$ cat config.mk
export PLATFORM = sky130hd
export DESIGN_NAME = videoPatternTop
export DESIGN_NICKNAME = d
export VERILOG_FILES = /design/src/hw/pixelFormatPkg.sv /design/src/hw/videoTimingPkg.sv /design/src/hw/pixelPosGen.sv /design/src/hw/pixelStreamOut.sv /design/src/hw/testPatternGen.sv /design/src/hw/videoPatternTop.sv
export SDC_FILE = /design/constraint.sdc
export NUM_CORES = 1
export LEC_CHECK = 0
export ABC_AREA = 1
export BUFFER_PORTS_ARGS = -buffer_cell sky130_fd_sc_hd__buf_2
export CORE_UTILIZATION = 35
export CTS_CLUSTER_SIZE = 14
export DETAILED_ROUTE_END_ITERATION = 7
export SLEW_MARGIN = 10
export SYNTH_ARGS = -nofsm -noshare
export SYNTH_HDL_FRONTEND = slang
export SYNTH_SLANG_ARGS = --single-unit
$ cat constraint.sdc
create_clock -name iSysClk -period 2.25 [get_ports iSysClk]
set_clock_uncertainty 0.1 [all_clocks]
set_input_delay 0.225 -clock iSysClk [delete_from_list [all_inputs] [get_ports iSysClk]]
set_output_delay 0.225 -clock iSysClk [all_outputs]
set_load 0.01 [all_outputs]
$ cat src/hw/pixelFormatPkg.sv
/*
 * Pixel colour format, pattern modes and the output stream beat.
 * RGB565 throughout. The bar table follows the usual eight-bar order
 * from white down to black.
 */
`default_nettype none

package pixelFormatPkg;

    typedef struct packed {
        logic [4:0] r;
        logic [5:0] g;
        logic [4:0] b;
    } rgb565T;

    typedef enum logic [1:0] {
        patGradient  = 2'd0,
        patChecker   = 2'd1,
        patColorBars = 2'd2,
        patSolid     = 2'd3
    } patternModeT;

    // full scale and zero for the checker squares
    localparam rgb565T colorWhite = '{r: 5'h1f, g: 6'h3f, b: 5'h1f};
    localparam rgb565T colorBlack = '{r: 5'h00, g: 6'h00, b: 5'h00};

    // bars left to right, selected by hPos bits 5..3
    localparam rgb565T barColors [8] = '{
        '{r: 5'h1f, g: 6'h3f, b: 5'h1f},
        '{r: 5'h1f, g: 6'h3f, b: 5'h00},
        '{r: 5'h00, g: 6'h3f, b: 5'h1f},
        '{r: 5'h00, g: 6'h3f, b: 5'h00},
        '{r: 5'h1f, g: 6'h00, b: 5'h1f},
        '{r: 5'h1f, g: 6'h00, b: 5'h00},
        '{r: 5'h00, g: 6'h00, b: 5'h1f},
        '{r: 5'h00, g: 6'h00, b: 5'h00}
    };

    // output stream beat, colour plus frame flags
    typedef struct packed {
        rgb565T color;
        logic   sof;
        logic   eol;
        logic   eof;
    } pixelBeatT;

endpackage

`default_nettype wire

$ cat src/hw/videoTimingPkg.sv
/*
 * Coordinate widths and the structs that carry pixel positions and
 * the requested frame size through the pattern source.
 * Imported by the position counter, the pattern stage and the top.
 */
`default_nettype none

package videoTimingPkg;

    // widest counters the structs can hold
    // module width parameters must stay at or below these
    localparam int hWidthMax = 11;
    localparam int vWidthMax = 11;

    // one coordinate beat, position counter to pattern stage
    typedef struct packed {
        logic [hWidthMax-1:0] hPos;
        logic [vWidthMax-1:0] vPos;
        logic                 sof;
        logic                 eol;
        logic                 eof;
    } pixelPosT;

    // requested frame size in pixels and lines, each at least 1
    typedef struct packed {
        logic [hWidthMax-1:0] hDisplay;
        logic [vWidthMax-1:0] vDisplay;
    } frameSizeT;

endpackage

`default_nettype wire

$ cat src/hw/pixelPosGen.sv
/*
 * Pixel coordinate counter with no blanking.
 * Positions advance one pixel per accepted beat. Frame size, pattern
 * mode and solid colour are captured after reset and again on the
 * transfer of the eof beat, so a frame never changes shape mid-way.
 */
`timescale 1ns/1ps
`default_nettype none

module pixelPosGen
    import videoTimingPkg::*, pixelFormatPkg::*;
#(
    parameter int pHdisplayWidth = 11,
    parameter int pVdisplayWidth = 11
)(
    input  wire logic        iSysClk,
    input  wire logic        arstN,
    input  wire frameSizeT   frameSize,
    input  wire patternModeT patternMode,
    input  wire rgb565T      solidColor,
    input  wire logic        posReady,
    output pixelPosT         posBeat,
    output logic             posValid,
    output patternModeT      frameMode,
    output rgb565T           frameColor
);

    logic [pHdisplayWidth-1:0] hCnt;
    logic [pVdisplayWidth-1:0] vCnt;
    logic [pHdisplayWidth-1:0] hSize;
    logic [pVdisplayWidth-1:0] vSize;
    logic                      lastCol;
    logic                      lastRow;
    logic                      posXfer;
    logic                      loadShadow;

    //------------------------------------------------------------
    // end-of-line and end-of-frame detect
    //------------------------------------------------------------
    assign lastCol = (hCnt == hSize - 1'b1);
    assign lastRow = (vCnt == vSize - 1'b1);
    assign posXfer = posValid && posReady;

    // first edge out of reset, or the eof beat leaving
    assign loadShadow = !posValid || (posXfer && lastCol && lastRow);

    //------------------------------------------------------------
    // frame shadow registers
    //------------------------------------------------------------
    always_ff @(posedge iSysClk or negedge arstN)
    begin
        if (!arstN)
        begin
            hSize      <= '0;
            vSize      <= '0;
            frameMode  <= patGradient;
            frameColor <= '0;
        end
        else if (loadShadow)
        begin
            // upper bits beyond the counter width are dropped
            hSize      <= frameSize.hDisplay[pHdisplayWidth-1:0];
            vSize      <= frameSize.vDisplay[pVdisplayWidth-1:0];
            frameMode  <= patternMode;
            frameColor <= solidColor;
        end
    end

    //------------------------------------------------------------
    // column and row counters
    //------------------------------------------------------------
    always_ff @(posedge iSysClk or negedge arstN)
    begin
        if (!arstN)
        begin
            hCnt     <= '0;
            vCnt     <= '0;
            posValid <= 1'b0;
        end
        else
        begin
            // always offering a beat once out of reset
            posValid <= 1'b1;
            if (posXfer)
            begin
                if (lastCol)
                begin
                    hCnt <= '0;
                    // row wraps only at the end of the last line
                    vCnt <= lastRow ? '0 : vCnt + 1'b1;
                end
                else
                begin
                    hCnt <= hCnt + 1'b1;
                end
            end
        end
    end

    // coordinate beat, zero-extended to the struct widths
    assign posBeat.hPos = hWidthMax'(hCnt);
    assign posBeat.vPos = vWidthMax'(vCnt);
    assign posBeat.sof  = (hCnt == '0) && (vCnt == '0);
    assign posBeat.eol  = lastCol;
    assign posBeat.eof  = lastCol && lastRow;

endmodule

`default_nettype wire

$ cat src/hw/pixelStreamOut.sv
/*
 * Skid-buffer output stage for the pixel stream.
 * patReady comes straight from a register, so downstream ready never
 * reaches the pattern stage through logic. A beat that arrives while
 * the output is stalled waits in the skid entry and leaves first.
 */
`timescale 1ns/1ps
`default_nettype none

module pixelStreamOut
    import pixelFormatPkg::*;
(
    input  wire logic      iSysClk,
    input  wire logic      arstN,
    input  wire pixelBeatT patBeat,
    input  wire logic      patValid,
    input  wire logic      pixReady,
    output logic           patReady,
    output pixelBeatT      pixOut,
    output logic           pixValid
);

    pixelBeatT skidBeat;
    logic      skidValid;
    logic      inXfer;
    logic      mainFree;

    // upstream may send while the skid entry is empty
    assign patReady = !skidValid;
    assign inXfer   = patValid && patReady;
    // main register empty or being emptied this edge
    assign mainFree = !pixValid || pixReady;

    //------------------------------------------------------------
    // valid bits
    //------------------------------------------------------------
    always_ff @(posedge iSysClk or negedge arstN)
    begin
        if (!arstN)
        begin
            pixValid  <= 1'b0;
            skidValid <= 1'b0;
        end
        else if (mainFree)
        begin
            // skid drains first; no input can arrive while it is full
            pixValid  <= skidValid || inXfer;
            skidValid <= 1'b0;
        end
        else if (inXfer)
        begin
            // output stalled, park the new beat
            skidValid <= 1'b1;
        end
    end

    //------------------------------------------------------------
    // payload registers
    //------------------------------------------------------------
    always_ff @(posedge iSysClk)
    begin
        if (mainFree)
        begin
            if (skidValid)
                pixOut <= skidBeat;
            else if (inXfer)
                pixOut <= patBeat;
        end
        else if (inXfer)
        begin
            skidBeat <= patBeat;
        end
    end

endmodule

`default_nettype wire

$ cat src/hw/testPatternGen.sv
/*
 * One-register pipeline stage turning a coordinate into a colour.
 * The mode and solid colour are sampled with each accepted beat, so
 * every pixel is coloured with the settings of its own frame.
 * Flags pass through unchanged.
 */
`timescale 1ns/1ps
`default_nettype none

module testPatternGen
    import videoTimingPkg::*, pixelFormatPkg::*;
(
    input  wire logic        iSysClk,
    input  wire logic        arstN,
    input  wire pixelPosT    posBeat,
    input  wire logic        posValid,
    input  wire patternModeT frameMode,
    input  wire rgb565T      frameColor,
    input  wire logic        patReady,
    output logic             posReady,
    output pixelBeatT        patBeat,
    output logic             patValid
);

    rgb565T     nextColor;
    logic [4:0] gradBlue;
    logic       checkerOdd;
    logic       posXfer;

    //------------------------------------------------------------
    // colour rules
    //------------------------------------------------------------
    // low five bits of hPos plus vPos
    assign gradBlue   = posBeat.hPos[4:0] + posBeat.vPos[4:0];
    // 8x8 squares
    assign checkerOdd = posBeat.hPos[3] ^ posBeat.vPos[3];

    always_comb
    begin
        unique case (frameMode)
            patGradient:
            begin
                nextColor.r = posBeat.hPos[4:0];
                nextColor.g = posBeat.vPos[5:0];
                nextColor.b = gradBlue;
            end
            patChecker:
            begin
                nextColor = checkerOdd ? colorWhite : colorBlack;
            end
            patColorBars:
            begin
                // eight-pixel wide bars, repeating every 64 columns
                nextColor = barColors[posBeat.hPos[5:3]];
            end
            default:
            begin
                // patSolid
                nextColor = frameColor;
            end
        endcase
    end

    //------------------------------------------------------------
    // pipeline register
    //------------------------------------------------------------
    // accept when empty or when the held beat leaves this edge
    assign posReady = !patValid || patReady;
    assign posXfer  = posValid && posReady;

    always_ff @(posedge iSysClk or negedge arstN)
    begin
        if (!arstN)
        begin
            patValid <= 1'b0;
        end
        else if (posReady)
        begin
            patValid <= posValid;
        end
    end

    // payload, loaded only on a transfer
    always_ff @(posedge iSysClk)
    begin
        if (posXfer)
        begin
            patBeat.color <= nextColor;
            patBeat.sof   <= posBeat.sof;
            patBeat.eol   <= posBeat.eol;
            patBeat.eof   <= posBeat.eof;
        end
    end

endmodule

`default_nettype wire

$ cat src/hw/videoPatternTop.sv
/*
 * Test-pattern pixel source, top level.
 * Chains the coordinate counter, the pattern stage and the skid
 * output stage. Frame inputs are sampled only at frame boundaries;
 * output is a valid/ready stream of RGB565 beats with frame flags.
 */
`timescale 1ns/1ps
`default_nettype none

module videoPatternTop
    import videoTimingPkg::*, pixelFormatPkg::*;
#(
    parameter int pHdisplayWidth = 11,
    parameter int pVdisplayWidth = 11
)(
    input  wire logic        iSysClk,
    input  wire logic        arstN,
    input  wire frameSizeT   frameSize,
    input  wire patternModeT patternMode,
    input  wire rgb565T      solidColor,
    input  wire logic        pixReady,
    output pixelBeatT        pixOut,
    output logic             pixValid
);

    //------------------------------------------------------------
    // stage links
    //------------------------------------------------------------
    pixelPosT    posBeat;
    logic        posValid;
    logic        posReady;
    patternModeT frameMode;
    rgb565T      frameColor;
    pixelBeatT   patBeat;
    logic        patValid;
    logic        patReady;

    // coordinates plus the frame-latched settings
    pixelPosGen #(
        .pHdisplayWidth (pHdisplayWidth),
        .pVdisplayWidth (pVdisplayWidth)
    ) uPosGen (
        .iSysClk     (iSysClk),
        .arstN       (arstN),
        .frameSize   (frameSize),
        .patternMode (patternMode),
        .solidColor  (solidColor),
        .posReady    (posReady),
        .posBeat     (posBeat),
        .posValid    (posValid),
        .frameMode   (frameMode),
        .frameColor  (frameColor)
    );

    // coordinate to colour
    testPatternGen uPatGen (
        .iSysClk    (iSysClk),
        .arstN      (arstN),
        .posBeat    (posBeat),
        .posValid   (posValid),
        .frameMode  (frameMode),
        .frameColor (frameColor),
        .patReady   (patReady),
        .posReady   (posReady),
        .patBeat    (patBeat),
        .patValid   (patValid)
    );

    // registered back-pressure toward the pattern stage
    pixelStreamOut uStreamOut (
        .iSysClk  (iSysClk),
        .arstN    (arstN),
        .patBeat  (patBeat),
        .patValid (patValid),
        .pixReady (pixReady),
        .patReady (patReady),
        .pixOut   (pixOut),
        .pixValid (pixValid)
    );

endmodule

`default_nettype wire

Word level (Yosys, flattened, before mapping)
Memories as Yosys holds them, arrays and structs flattened.
Index checks and enable logic that the tools add are counted.
- register bits after elaboration: 123
- bits in read-only memories: 128
- input port bits: 43
- output and inout bits: 20
- logic and storage cells: 76
- memories: 1
- memory list (memory ; depth ; bits a word ; read ports ; clocked after Yosys merged registers in ; write ports ; RTL line ; text):
    (name not given) ; 8 ; 16 ; 1 ; 0 ; 0 ; testPatternGen.sv:54 ; nextColor = barColors[posBeat.hPos[5:3]];
- add/subtract/negate cells: 5
- magnitude comparators: 1
- equality and inequality tests: 4
- muxes and demuxes: 10
- bitwise operators: 3
- reduce and logical (&&, ||, !) cells: 22
- operator list (cell ; number):
    16-bit two-way mux ; 3
    16-bit case mux with 3 select lines ; 1
    19-bit two-way mux ; 2
    11-bit by 1-bit adder with 11-bit output, second input constant ; 2
    11-bit == test ; 2
    11-bit zero test ; 2
    11-bit two-way mux ; 2
    11-bit by 1-bit subtractor with 11-bit output, second input constant ; 2
    1-bit logical AND ; 6
    2-bit AND reduction ; 3
    5-bit adder ; 1
    4-bit greater-or-equal comparator, second input constant ; 1
    1-bit zero test ; 4
    1-bit logical OR ; 4
    3-bit inverter with 4-bit output ; 1
    2-bit nonzero test ; 2
    2-bit by 1-bit == test with 1-bit output, second input constant ; 1
    2-bit == test, second input constant ; 1
    2-bit zero test ; 1
    1-bit two-way mux ; 2
    1-bit inverter ; 1
    1-bit bitwise XOR ; 1

Logic depth before layout (Yosys ltp)
Gate-level depths: netlist of run 1.
- depth after elaboration: 6
- gate-level depth with buffers: 17
- depth with buffers taken out: 16

By module
A second synthesis of run 1 with hierarchy kept.
- cells, all modules: 822
- area total of the unflattened synthesis: 6715.2 um^2
- by module, submodules not included (module ; times used ; cells each ; area each (um^2) ; sequential area each (um^2)):
    pixelPosGen ; 1 ; 595 ; 4073.9 ; 1576.5
    pixelStreamOut ; 1 ; 112 ; 1490.2 ; 1191.1
    testPatternGen ; 1 ; 115 ; 1151.1 ; 595.6

Worst setup path after synthesis of run 1
OpenSTA, ideal clock, no wires.
- kind: register to register
- start point: reg uStreamOut.skidValid
- end point: reg uStreamOut.pixOut[0] (netlist name)
- setup time: 395 ps
- arrival: 1671 ps
- data required time: 1755 ps
- path slack: 84 ps
- stages on the path, launching flop included: 4
- buffers on the path: 1
- period minus slack after synthesis: 2166 ps
- cell sequence: dfrtp_1 buf_1 nor2_1 nor2_1
- word-level cells in the longest chain between the ends: 4
- ends and longest elaborated chain (item ; RTL line ; text):
    start: declaration ; pixelStreamOut.sv:24 ; logic skidValid;
    start signal: assignment ; pixelStreamOut.sv:42 ; skidValid <= 1'b0;
    start signal: assignment ; pixelStreamOut.sv:48 ; skidValid <= 1'b0;
    start signal: assignment ; pixelStreamOut.sv:53 ; skidValid <= 1'b1;
    1-bit zero test ; pixelStreamOut.sv:29 ; assign patReady = !skidValid;
    1-bit logical AND ; pixelStreamOut.sv:30 ; assign inXfer = patValid && patReady;
    2-bit nonzero test (no source line) (*) ; -- ;
    2-bit AND reduction (no source line) (*) ; -- ;
Mark *: on every way between the ends. The rest lies on a longest branch, timed or not.
A chain may end at the register's enable or synchronous reset.

Worst setup path in the final report of run 1
- start point: reg uPosGen.vSize[2]
- end point: reg uPosGen.frameColor[14] (netlist name)
- word-level cells in the longest chain between the ends: 4
- ends and longest elaborated chain (item ; RTL line ; text):
    start: declaration ; pixelPosGen.sv:31 ; logic [pVdisplayWidth-1:0] vSize;
    start signal: assignment ; pixelPosGen.sv:63 ; vSize <= frameSize.vDisplay[pVdisplayWidth-1:0];
    11-bit by 1-bit subtractor with 11-bit output ; pixelPosGen.sv:41 ; assign lastRow = (vCnt == vSize - 1'b1);
    11-bit == test ; pixelPosGen.sv:41 ;
    1-bit logical AND ; pixelPosGen.sv:45 ; assign loadShadow = !posValid || (posXfer && lastCol && lastRow);
    1-bit logical OR ; pixelPosGen.sv:45 ;
No other way between the ends.

==> results of run 1 <==
## cell usage in the layout, fill, tap and decap left out, types with 2 or more instances in the layout
cell / instances
clkinvlp_4: 3
buf_12: 3
buf_6: 4
o21ai_1: 2
a31oi_1: 2
xnor2_1: 13
nor4_1: 3
xor2_1: 22
a21oi_1: 14
nand2_1: 173
edfxtp_1: 57
clkbuf_16: 21
inv_1: 63
buf_2: 62
nor2_2: 6
nor2_4: 3
buf_4: 31
nand3_1: 75
inv_6: 3
ha_1: 8
nor3_1: 7
inv_2: 3
nand4_1: 5
o21ai_0: 16
nand2_4: 10
nand3b_1: 5
or2_2: 4
nor2_1: 46
dfrtp_1: 65
clkinv_4: 3
dlygate4sd3_1: 42
nand2_2: 38
mux2_2: 19
clkinv_2: 2
## worst register-to-register path, delay by kind of cell (launching register included)
family | cells | cell delay (ns)
flops | 1 | 0.43
xor+xnor | 1 | 0.22
simple gates | 9 | 1.22
buf+inv | 1 | 0.19
## layer usage
metal  up-vias  GRT usage
met2        92      0.277
met5         -          0
met3        19     0.0370
li1       2551          -
met1      2346      0.223
met4         0     0.0712
## Yosys cell counts (2+ instances only)
| library cell | instances | share of area |
|---|---|---|
| buf_6 | 4 | 0.0072 |
| dfrtp_1 | 66 | 0.26 |
| nor2_1 | 48 | 0.029 |
| nor3_1 | 7 | 0.0056 |
| nand3b_1 | 5 | 0.0060 |
| o21ai_0 | 16 | 0.013 |
| or2_2 | 4 | 0.0040 |
| nand2_2 | 2 | 0.0020 |
| buf_1 | 6 | 0.0036 |
| o21ai_1 | 3 | 0.0024 |
| buf_2 | 10 | 0.0080 |
| clkbuf_1 | 6 | 0.0036 |
| nor4_1 | 3 | 0.0030 |
| a31oi_1 | 2 | 0.0020 |
| nand4_1 | 5 | 0.0050 |
| inv_1 | 66 | 0.040 |
| a21oi_1 | 15 | 0.012 |
| edfxtp_1 | 57 | 0.27 |
| mux2_2 | 19 | 0.034 |
| nand3_2 | 2 | 0.0032 |
| ha_1 | 10 | 0.020 |
| xor2_1 | 22 | 0.031 |
| nand2_1 | 220 | 0.13 |
| nand3_1 | 75 | 0.060 |
| nor2_2 | 6 | 0.0060 |
| xnor2_1 | 13 | 0.018 |
## power groups by stage
stage               Sequential [mW]  Clock [mW]  Combinational [mW]
global route                   2.98        2.73                1.55
finish                         2.94        2.59                1.37
detailed placement             2.98           0                1.21
global placement               2.97           0                1.20
floorplan                      2.95           0               0.779
CTS                            2.94        2.65                1.28
## repair_timing
| action | CTS | global route |
|---|---|---|
| setup buffers | 0 | 5 |
| hold buffers | 42 | 0 |
| setup endpoints to repair | 0 | 60 |
| resized for setup | 0 | 74 |
| hold endpoints to repair | 97 | 0 |
## state kept, by name, summed over array words and instances, names as in the netlist, 2 cells and up
| signal | flops |
|---|---|
| uPatGen.patBeat | 19 |
| uStreamOut.pixOut | 19 |
| uStreamOut.skidBeat | 19 |
| uPosGen.frameColor | 16 |
| uPosGen.hCnt | 11 |
| uPosGen.hSize | 11 |
| uPosGen.vCnt | 11 |
| uPosGen.vSize | 11 |
| uPosGen.frameMode | 2 |
## stage by stage
step	worst slack [ns]	setup TNS, ns	hold slack [ns]	std cells	instance area, µm²
after floorplan	0.0844	0	-0.171	700	6260
after global placement	0.0838	0	0.0465	992	6990
after detailed placement	0.0690	0	0.0473	992	6990
after CTS	0.0663	0	0.128	1066	7970
after global routing	-0.132	-4.28	0.153	1077	8360
final	0.0362	0	0.135	1077	8360
## final cells by class
cell class / count / area, µm² / share of cell area
inverter: 66 / 248 / 0.0296
sequential: 123 / 3360 / 0.402
clock buffer: 19 / 443 / 0.0530
multi-input combinational: 485 / 2740 / 0.328
timing repair buffer: 146 / 1170 / 0.140
clock inverter: 13 / 119 / 0.0142
tap: 225 / 282 / 0.0337
## kinds of logic (layout without fill, tap and decap cells)
family | Yosys count | count (layout) | synth area share
AO/OA/AOI/OAI | 38 | 38 | 0.0316
XOR/XNOR | 36 | 36 | 0.0525
adder cells (fa/ha/maj) | 11 | 11 | 0.0232
buffers and inverters | 92 | 244 | 0.0619
flip-flops | 123 | 123 | 0.537
multiplexers | 19 | 19 | 0.0342
other | 1 | 1 | 0.000599
AND/OR/NAND/NOR | 380 | 380 | 0.259
## worst paths after layout
| path | startpoint | endpoint | slack [ns] |
|---|---|---|---|
| worst min register to register | uPatGen.patBeat[18]$_DFFE_PP_ | uStreamOut.skidBeat[18]$_DFFE_PP_ | 0.34 |
| worst min-delay path | arstN | uPosGen.hSize[0]$_DFFE_PN0P_ | 0.13 |
| worst max register to register | uPosGen.vSize[2]$_DFFE_PN0P_ | uPosGen.frameColor[14]$_DFFE_PN0P_ | 0.04 |
| min in group iSysClk | uPatGen.patBeat[18]$_DFFE_PP_ | uStreamOut.skidBeat[18]$_DFFE_PP_ | 0.34 |
| worst max-delay path | uPosGen.vSize[2]$_DFFE_PN0P_ | uPosGen.frameColor[14]$_DFFE_PN0P_ | 0.04 |
| max in group asynchronous | arstN | uPosGen.vCnt[0]$_DFFE_PN0P_ | 1.27 |
==> flow_metrics.tcl, run 1 <==
set metrics [dict create \
    crit_top_cell "nor2_1" \
    io_pins 63 \
    dp_hpwl_um 10000 \
    worstMarginPinSlew_ns 0.560 \
    dr.max_layer_used "met4" \
    clk_pin_slew_ns 0.06 \
    crit_fanout 8 \
    critPathTopFamily "simple AND/OR/NAND/NOR gates" \
    ant_nets 0 \
    synth-edff-count 57 \
    num_rows 48 \
    wl_per_cell_um 13.9 \
    critPathKind "reg -> reg" \
    viasPerCell 4.65 \
    cp_num_buf_inv 1 \
    status "finished, final reports clean" \
    hold_path.class "in -> async" \
    yosysSeqAreaShare 0.537 \
    wl_met2_um 7110 \
    gp_congestion 0.864 \
    slew_viol_final 0 \
    p_total_mw 6.90 \
    setup_violations 0 \
    grt_max_degree 42 \
    crit_chain "nor2_1 > nand3_2 > nor2_1 > xor2_1 > nand3_1 > nor2_2 > nand3_4 > nand2_8 > clkbuf_16 > nand2_2 > nand2_1" \
    worstPathRequired_ns 2.51 \
    met3WireLength_um 467 \
    ir_worst_vdd_mv 0.559 \
    fin_crit_ns 2.21 \
    cpPeakStageDelay_ns 0.43 \
    cts_tree "yes" \
    synth_ff_type "dfrtp_1" \
    syn-num-nets 754 \
    synthArstFlopShare 0.537 \
    rsz0062_at_grt "yes" \
    portBuffers 62 \
    r2r_cells 11 \
    switching_power_mw 2.00 \
    synthToLayoutAreaGrowth_pct 33.5 \
    max_cap_violations 0 \
    wl_um 14900 \
    chipWidth_um 136 \
    slew_headroom 0.623 \
    start_util 0.360 \
    fp.dieH_um 136 \
    num-nets-final 893 \
    p_seq_frac 0.426 \
    synth_seq_cells 123 \
    cts_sinks 123 \
    post-route-util 0.480 \
    drt-pass1-iter-count 4 \
    vias 5008 \
    synthCells 700 \
    h-tree-depth 4 \
    post-route-period-util 0.984 \
    max_freq_mhz 452 \
    drive_above_1_share 0.264 \
    worst-path-stages 11 \
    combPwrFrac 0.199 \
    first_iter_violations 212 \
    worst_path_max_delay_cell "dfrtp_1" \
    clock_latency_ns 0.42 \
    synth_area_um2 6260 \
    intPower_mw 4.90 \
    grt_pass1_wl_um 24100 \
    antenna_found_initial 0 \
    wl_met1_um 7110 \
    die_area_um2 18400 \
    endpoint_kind "register" \
    startpoint_type "register" \
    cts_buffer_depth 2 \
    hold_viol 0 \
    p_clk_frac 0.376 \
    syn_area_per_cell_um2 8.95 \
    insertedDiodeCount 0 \
    critPathArrivalTime_ns 2.47 \
    p_leak_nw 3.91 \
    grt_pass1_vias 4894 \
    drc 0 \
    switching_share 0.290 \
    core_um2 17400 \
    n_fill_cell 1659 \
    synth_warnings 0 \
    synth.distinct_cells 34 \
    cts_buffers 17 \
    grt_usage 0.172 \
    grt_overflow 0 \
    root_buffer "clkbuf_16" \
    pwr_density_cell_nw_per_um2 825 \
]
Note: power is estimated with default switching activity, not from simulation.
==> run 2, diff against run 1 <==
- clock period: 2.25 -> 2.7 ns (I/O delays scaled with it)
==> flow_metrics.tcl, run 2 (synthesized netlist as in run 1, its figures left out) <==
set metrics [dict create \
    dp_hpwl_um 9790 \
    slew_viol_final 0 \
    critPathArrivalTime_ns 2.62 \
    cts_buffer_depth 2 \
    final_cell_mix "nand2_1, nand3_1, inv_1, dfrtp_1, buf_2" \
    vias 4830 \
    drt-pass1-iter-count 4 \
    wl_per_cell_um 13.2 \
    startpoint_type "register" \
    slew_headroom 0.510 \
    gp_congestion 0.869 \
    start_util 0.360 \
    max_cap_violations 0 \
    seqCellArea_um2 3360 \
    viasPerCell 4.61 \
    cpPeakStageDelay_ns 0.40 \
    r2r_cells 15 \
    grt_pass1_vias 4825 \
    root_buffer "clkbuf_16" \
    worstHoldPathCells 4 \
    p_total_mw 5.65 \
    cts_buffers 17 \
    clock_latency_ns 0.42 \
    post-route-period-util 0.877 \
    wl_um 13900 \
    portBuffers 62 \
    n_fill_cell 1720 \
    fin_crit_ns 2.37 \
    num-nets-final 864 \
    core_um2 17400 \
    rsz0062_at_grt "no" \
    grt_overflow 0 \
    h-tree-depth 4 \
    hp-start "pixReady" \
    fp.dieH_um 136 \
    pwr_density_cell_nw_per_um2 721 \
    drc 0 \
    max_freq_mhz 422 \
    worstPathRequired_ns 2.95 \
    ir_worst_vdd_mv 0.485 \
    status "finished, final reports clean" \
    grt_usage 0.167 \
    worstMarginPinSlew_ns 0.736 \
    drive_above_1_share 0.171 \
    min_delay_worst_endpoint "uStreamOut.skidValid$_DFFE_PN0P_" \
    crit_chain "inv_1 > ha_1 > nand2_2 > nor2_2 > nand2_1 > nand2_1 > nand2_1 > nor2_1 > nand2_1 > nor2_4 > nand3_2 > nand2_2 > buf_4 > nand2_1 > nand2_1" \
    grt_pass1_wl_um 23300 \
    die_area_um2 18400 \
    first_iter_violations 209 \
    postCtsSetupRepairBufs 0 \
    grt_max_degree 42 \
    p_leak_nw 3.68 \
    cts_tree "yes" \
    synthToLayoutAreaGrowth_pct 25.1 \
    setup_violations 0 \
    ant_nets 0 \
    tns_ns 0 \
    insertedDiodeCount 0 \
    worst_path_max_delay_cell "dfrtp_1" \
    critPathKind "reg -> reg" \
    io_pins 63 \
    hold_viol 0 \
    clk_pin_slew_ns 0.06 \
    reg2reg_slack_ns 0.33 \
    final_common_cell "nand2_1" \
    antenna_found_initial 0 \
    top_regs "uPatGen.patBeat (19), uStreamOut.pixOut (19), uStreamOut.skidBeat (19)" \
    timing.rr.end "uPosGen.frameColor[11]$_DFFE_PN0P_" \
    multi_input_area_um2 2520 \
    hold_slack_ns 0.0264 \
    num_rows 48 \
    crit_fanout 20 \
    cts_sinks 123 \
    r2r_start "uPosGen.hSize[0]$_DFFE_PN0P_" \
    chipWidth_um 136 \
    hold_path.class "in -> reg" \
    endpoint_kind "register" \
    crit_top_cell "nand2_1" \
]
==> run 2: cell types whose count changed in the layout (fill, tap and decap cells not counted), sizes merged <==
cell / before / now
buf: 100 / 76
dlygate4sd3: 42 / 41
bufinv: 1 / 2
clkinvlp: 3 / 2
clkbuf: 23 / 18
clkinv: 6 / 7
==> run 2: per-layer routing <==
layer | GRT usage | share of wire
met5 | 0 | 0
met4 | 0.0643 | 0.0063
met3 | 0.0423 | 0.031
met2 | 0.263 | 0.47
met1 | 0.219 | 0.49
==> run 2: area by class of cell <==
type	count	area share
sequential	123	0.429
timing repair buffer	117	0.109
clock buffer	18	0.0548
multi-input combinational	485	0.321
tap	225	0.0359
clock inverter	14	0.0187
inverter	66	0.0316
==> run 2: worst max path at each step <==
stage,from,end,cells after the start
floorplan,uStreamOut.skidValid$_DFFE_PN0P_,uStreamOut.pixOut[0]$_DFFE_PP_,3
finish,uPosGen.hSize[0]$_DFFE_PN0P_,uPosGen.frameColor[11]$_DFFE_PN0P_,15
global placement,uPosGen.hSize[0]$_DFFE_PN0P_,uPosGen.vCnt[10]$_DFFE_PN0P_,13
detailed placement,uPosGen.hSize[0]$_DFFE_PN0P_,uPosGen.vCnt[5]$_DFFE_PN0P_,14
global route,uPosGen.hSize[0]$_DFFE_PN0P_,uPosGen.frameColor[11]$_DFFE_PN0P_,15
CTS,uPosGen.hSize[0]$_DFFE_PN0P_,uPosGen.vCnt[5]$_DFFE_PN0P_,14
==> run 2: what timing repair did <==
| item | in CTS | in global routing |
|---|---|---|
| endpoints found under the hold margin | 67 | 0 |
| setup endpoints to repair | 0 | 2 |
| resized for setup | 0 | 1 |
| hold buffers | 41 | 0 |
==> run 2: power by group <==
| group | switching (mW) | leakage, nW | internal [mW] |
|---|---|---|---|
| Sequential | 0.199 | 1.38 | 2.28 |
| Combinational | 0.545 | 2.02 | 0.423 |
| Clock | 0.850 | 0.278 | 1.36 |
==> run 2: critical path, delay by kind of cell (launching register included) <==
family                   cells  cell delay, ns
AND/OR/NAND/NOR             12            1.17
flip-flops                   1            0.40
buffers and inverters        2            0.38
adder cells (fa/ha/maj)      1            0.24
==> run 2: stage by stage <==
step                      area, µm²  utilization  cells  setup WS (ns)
after floorplan                6260            -    700          0.534
after global placement         6850        0.393    975          0.368
after detailed placement       6850        0.393    975          0.325
after CTS                      7830        0.450   1048          0.306
after global routing           7840        0.450   1048        0.00517
final                          7840        0.450   1048          0.332
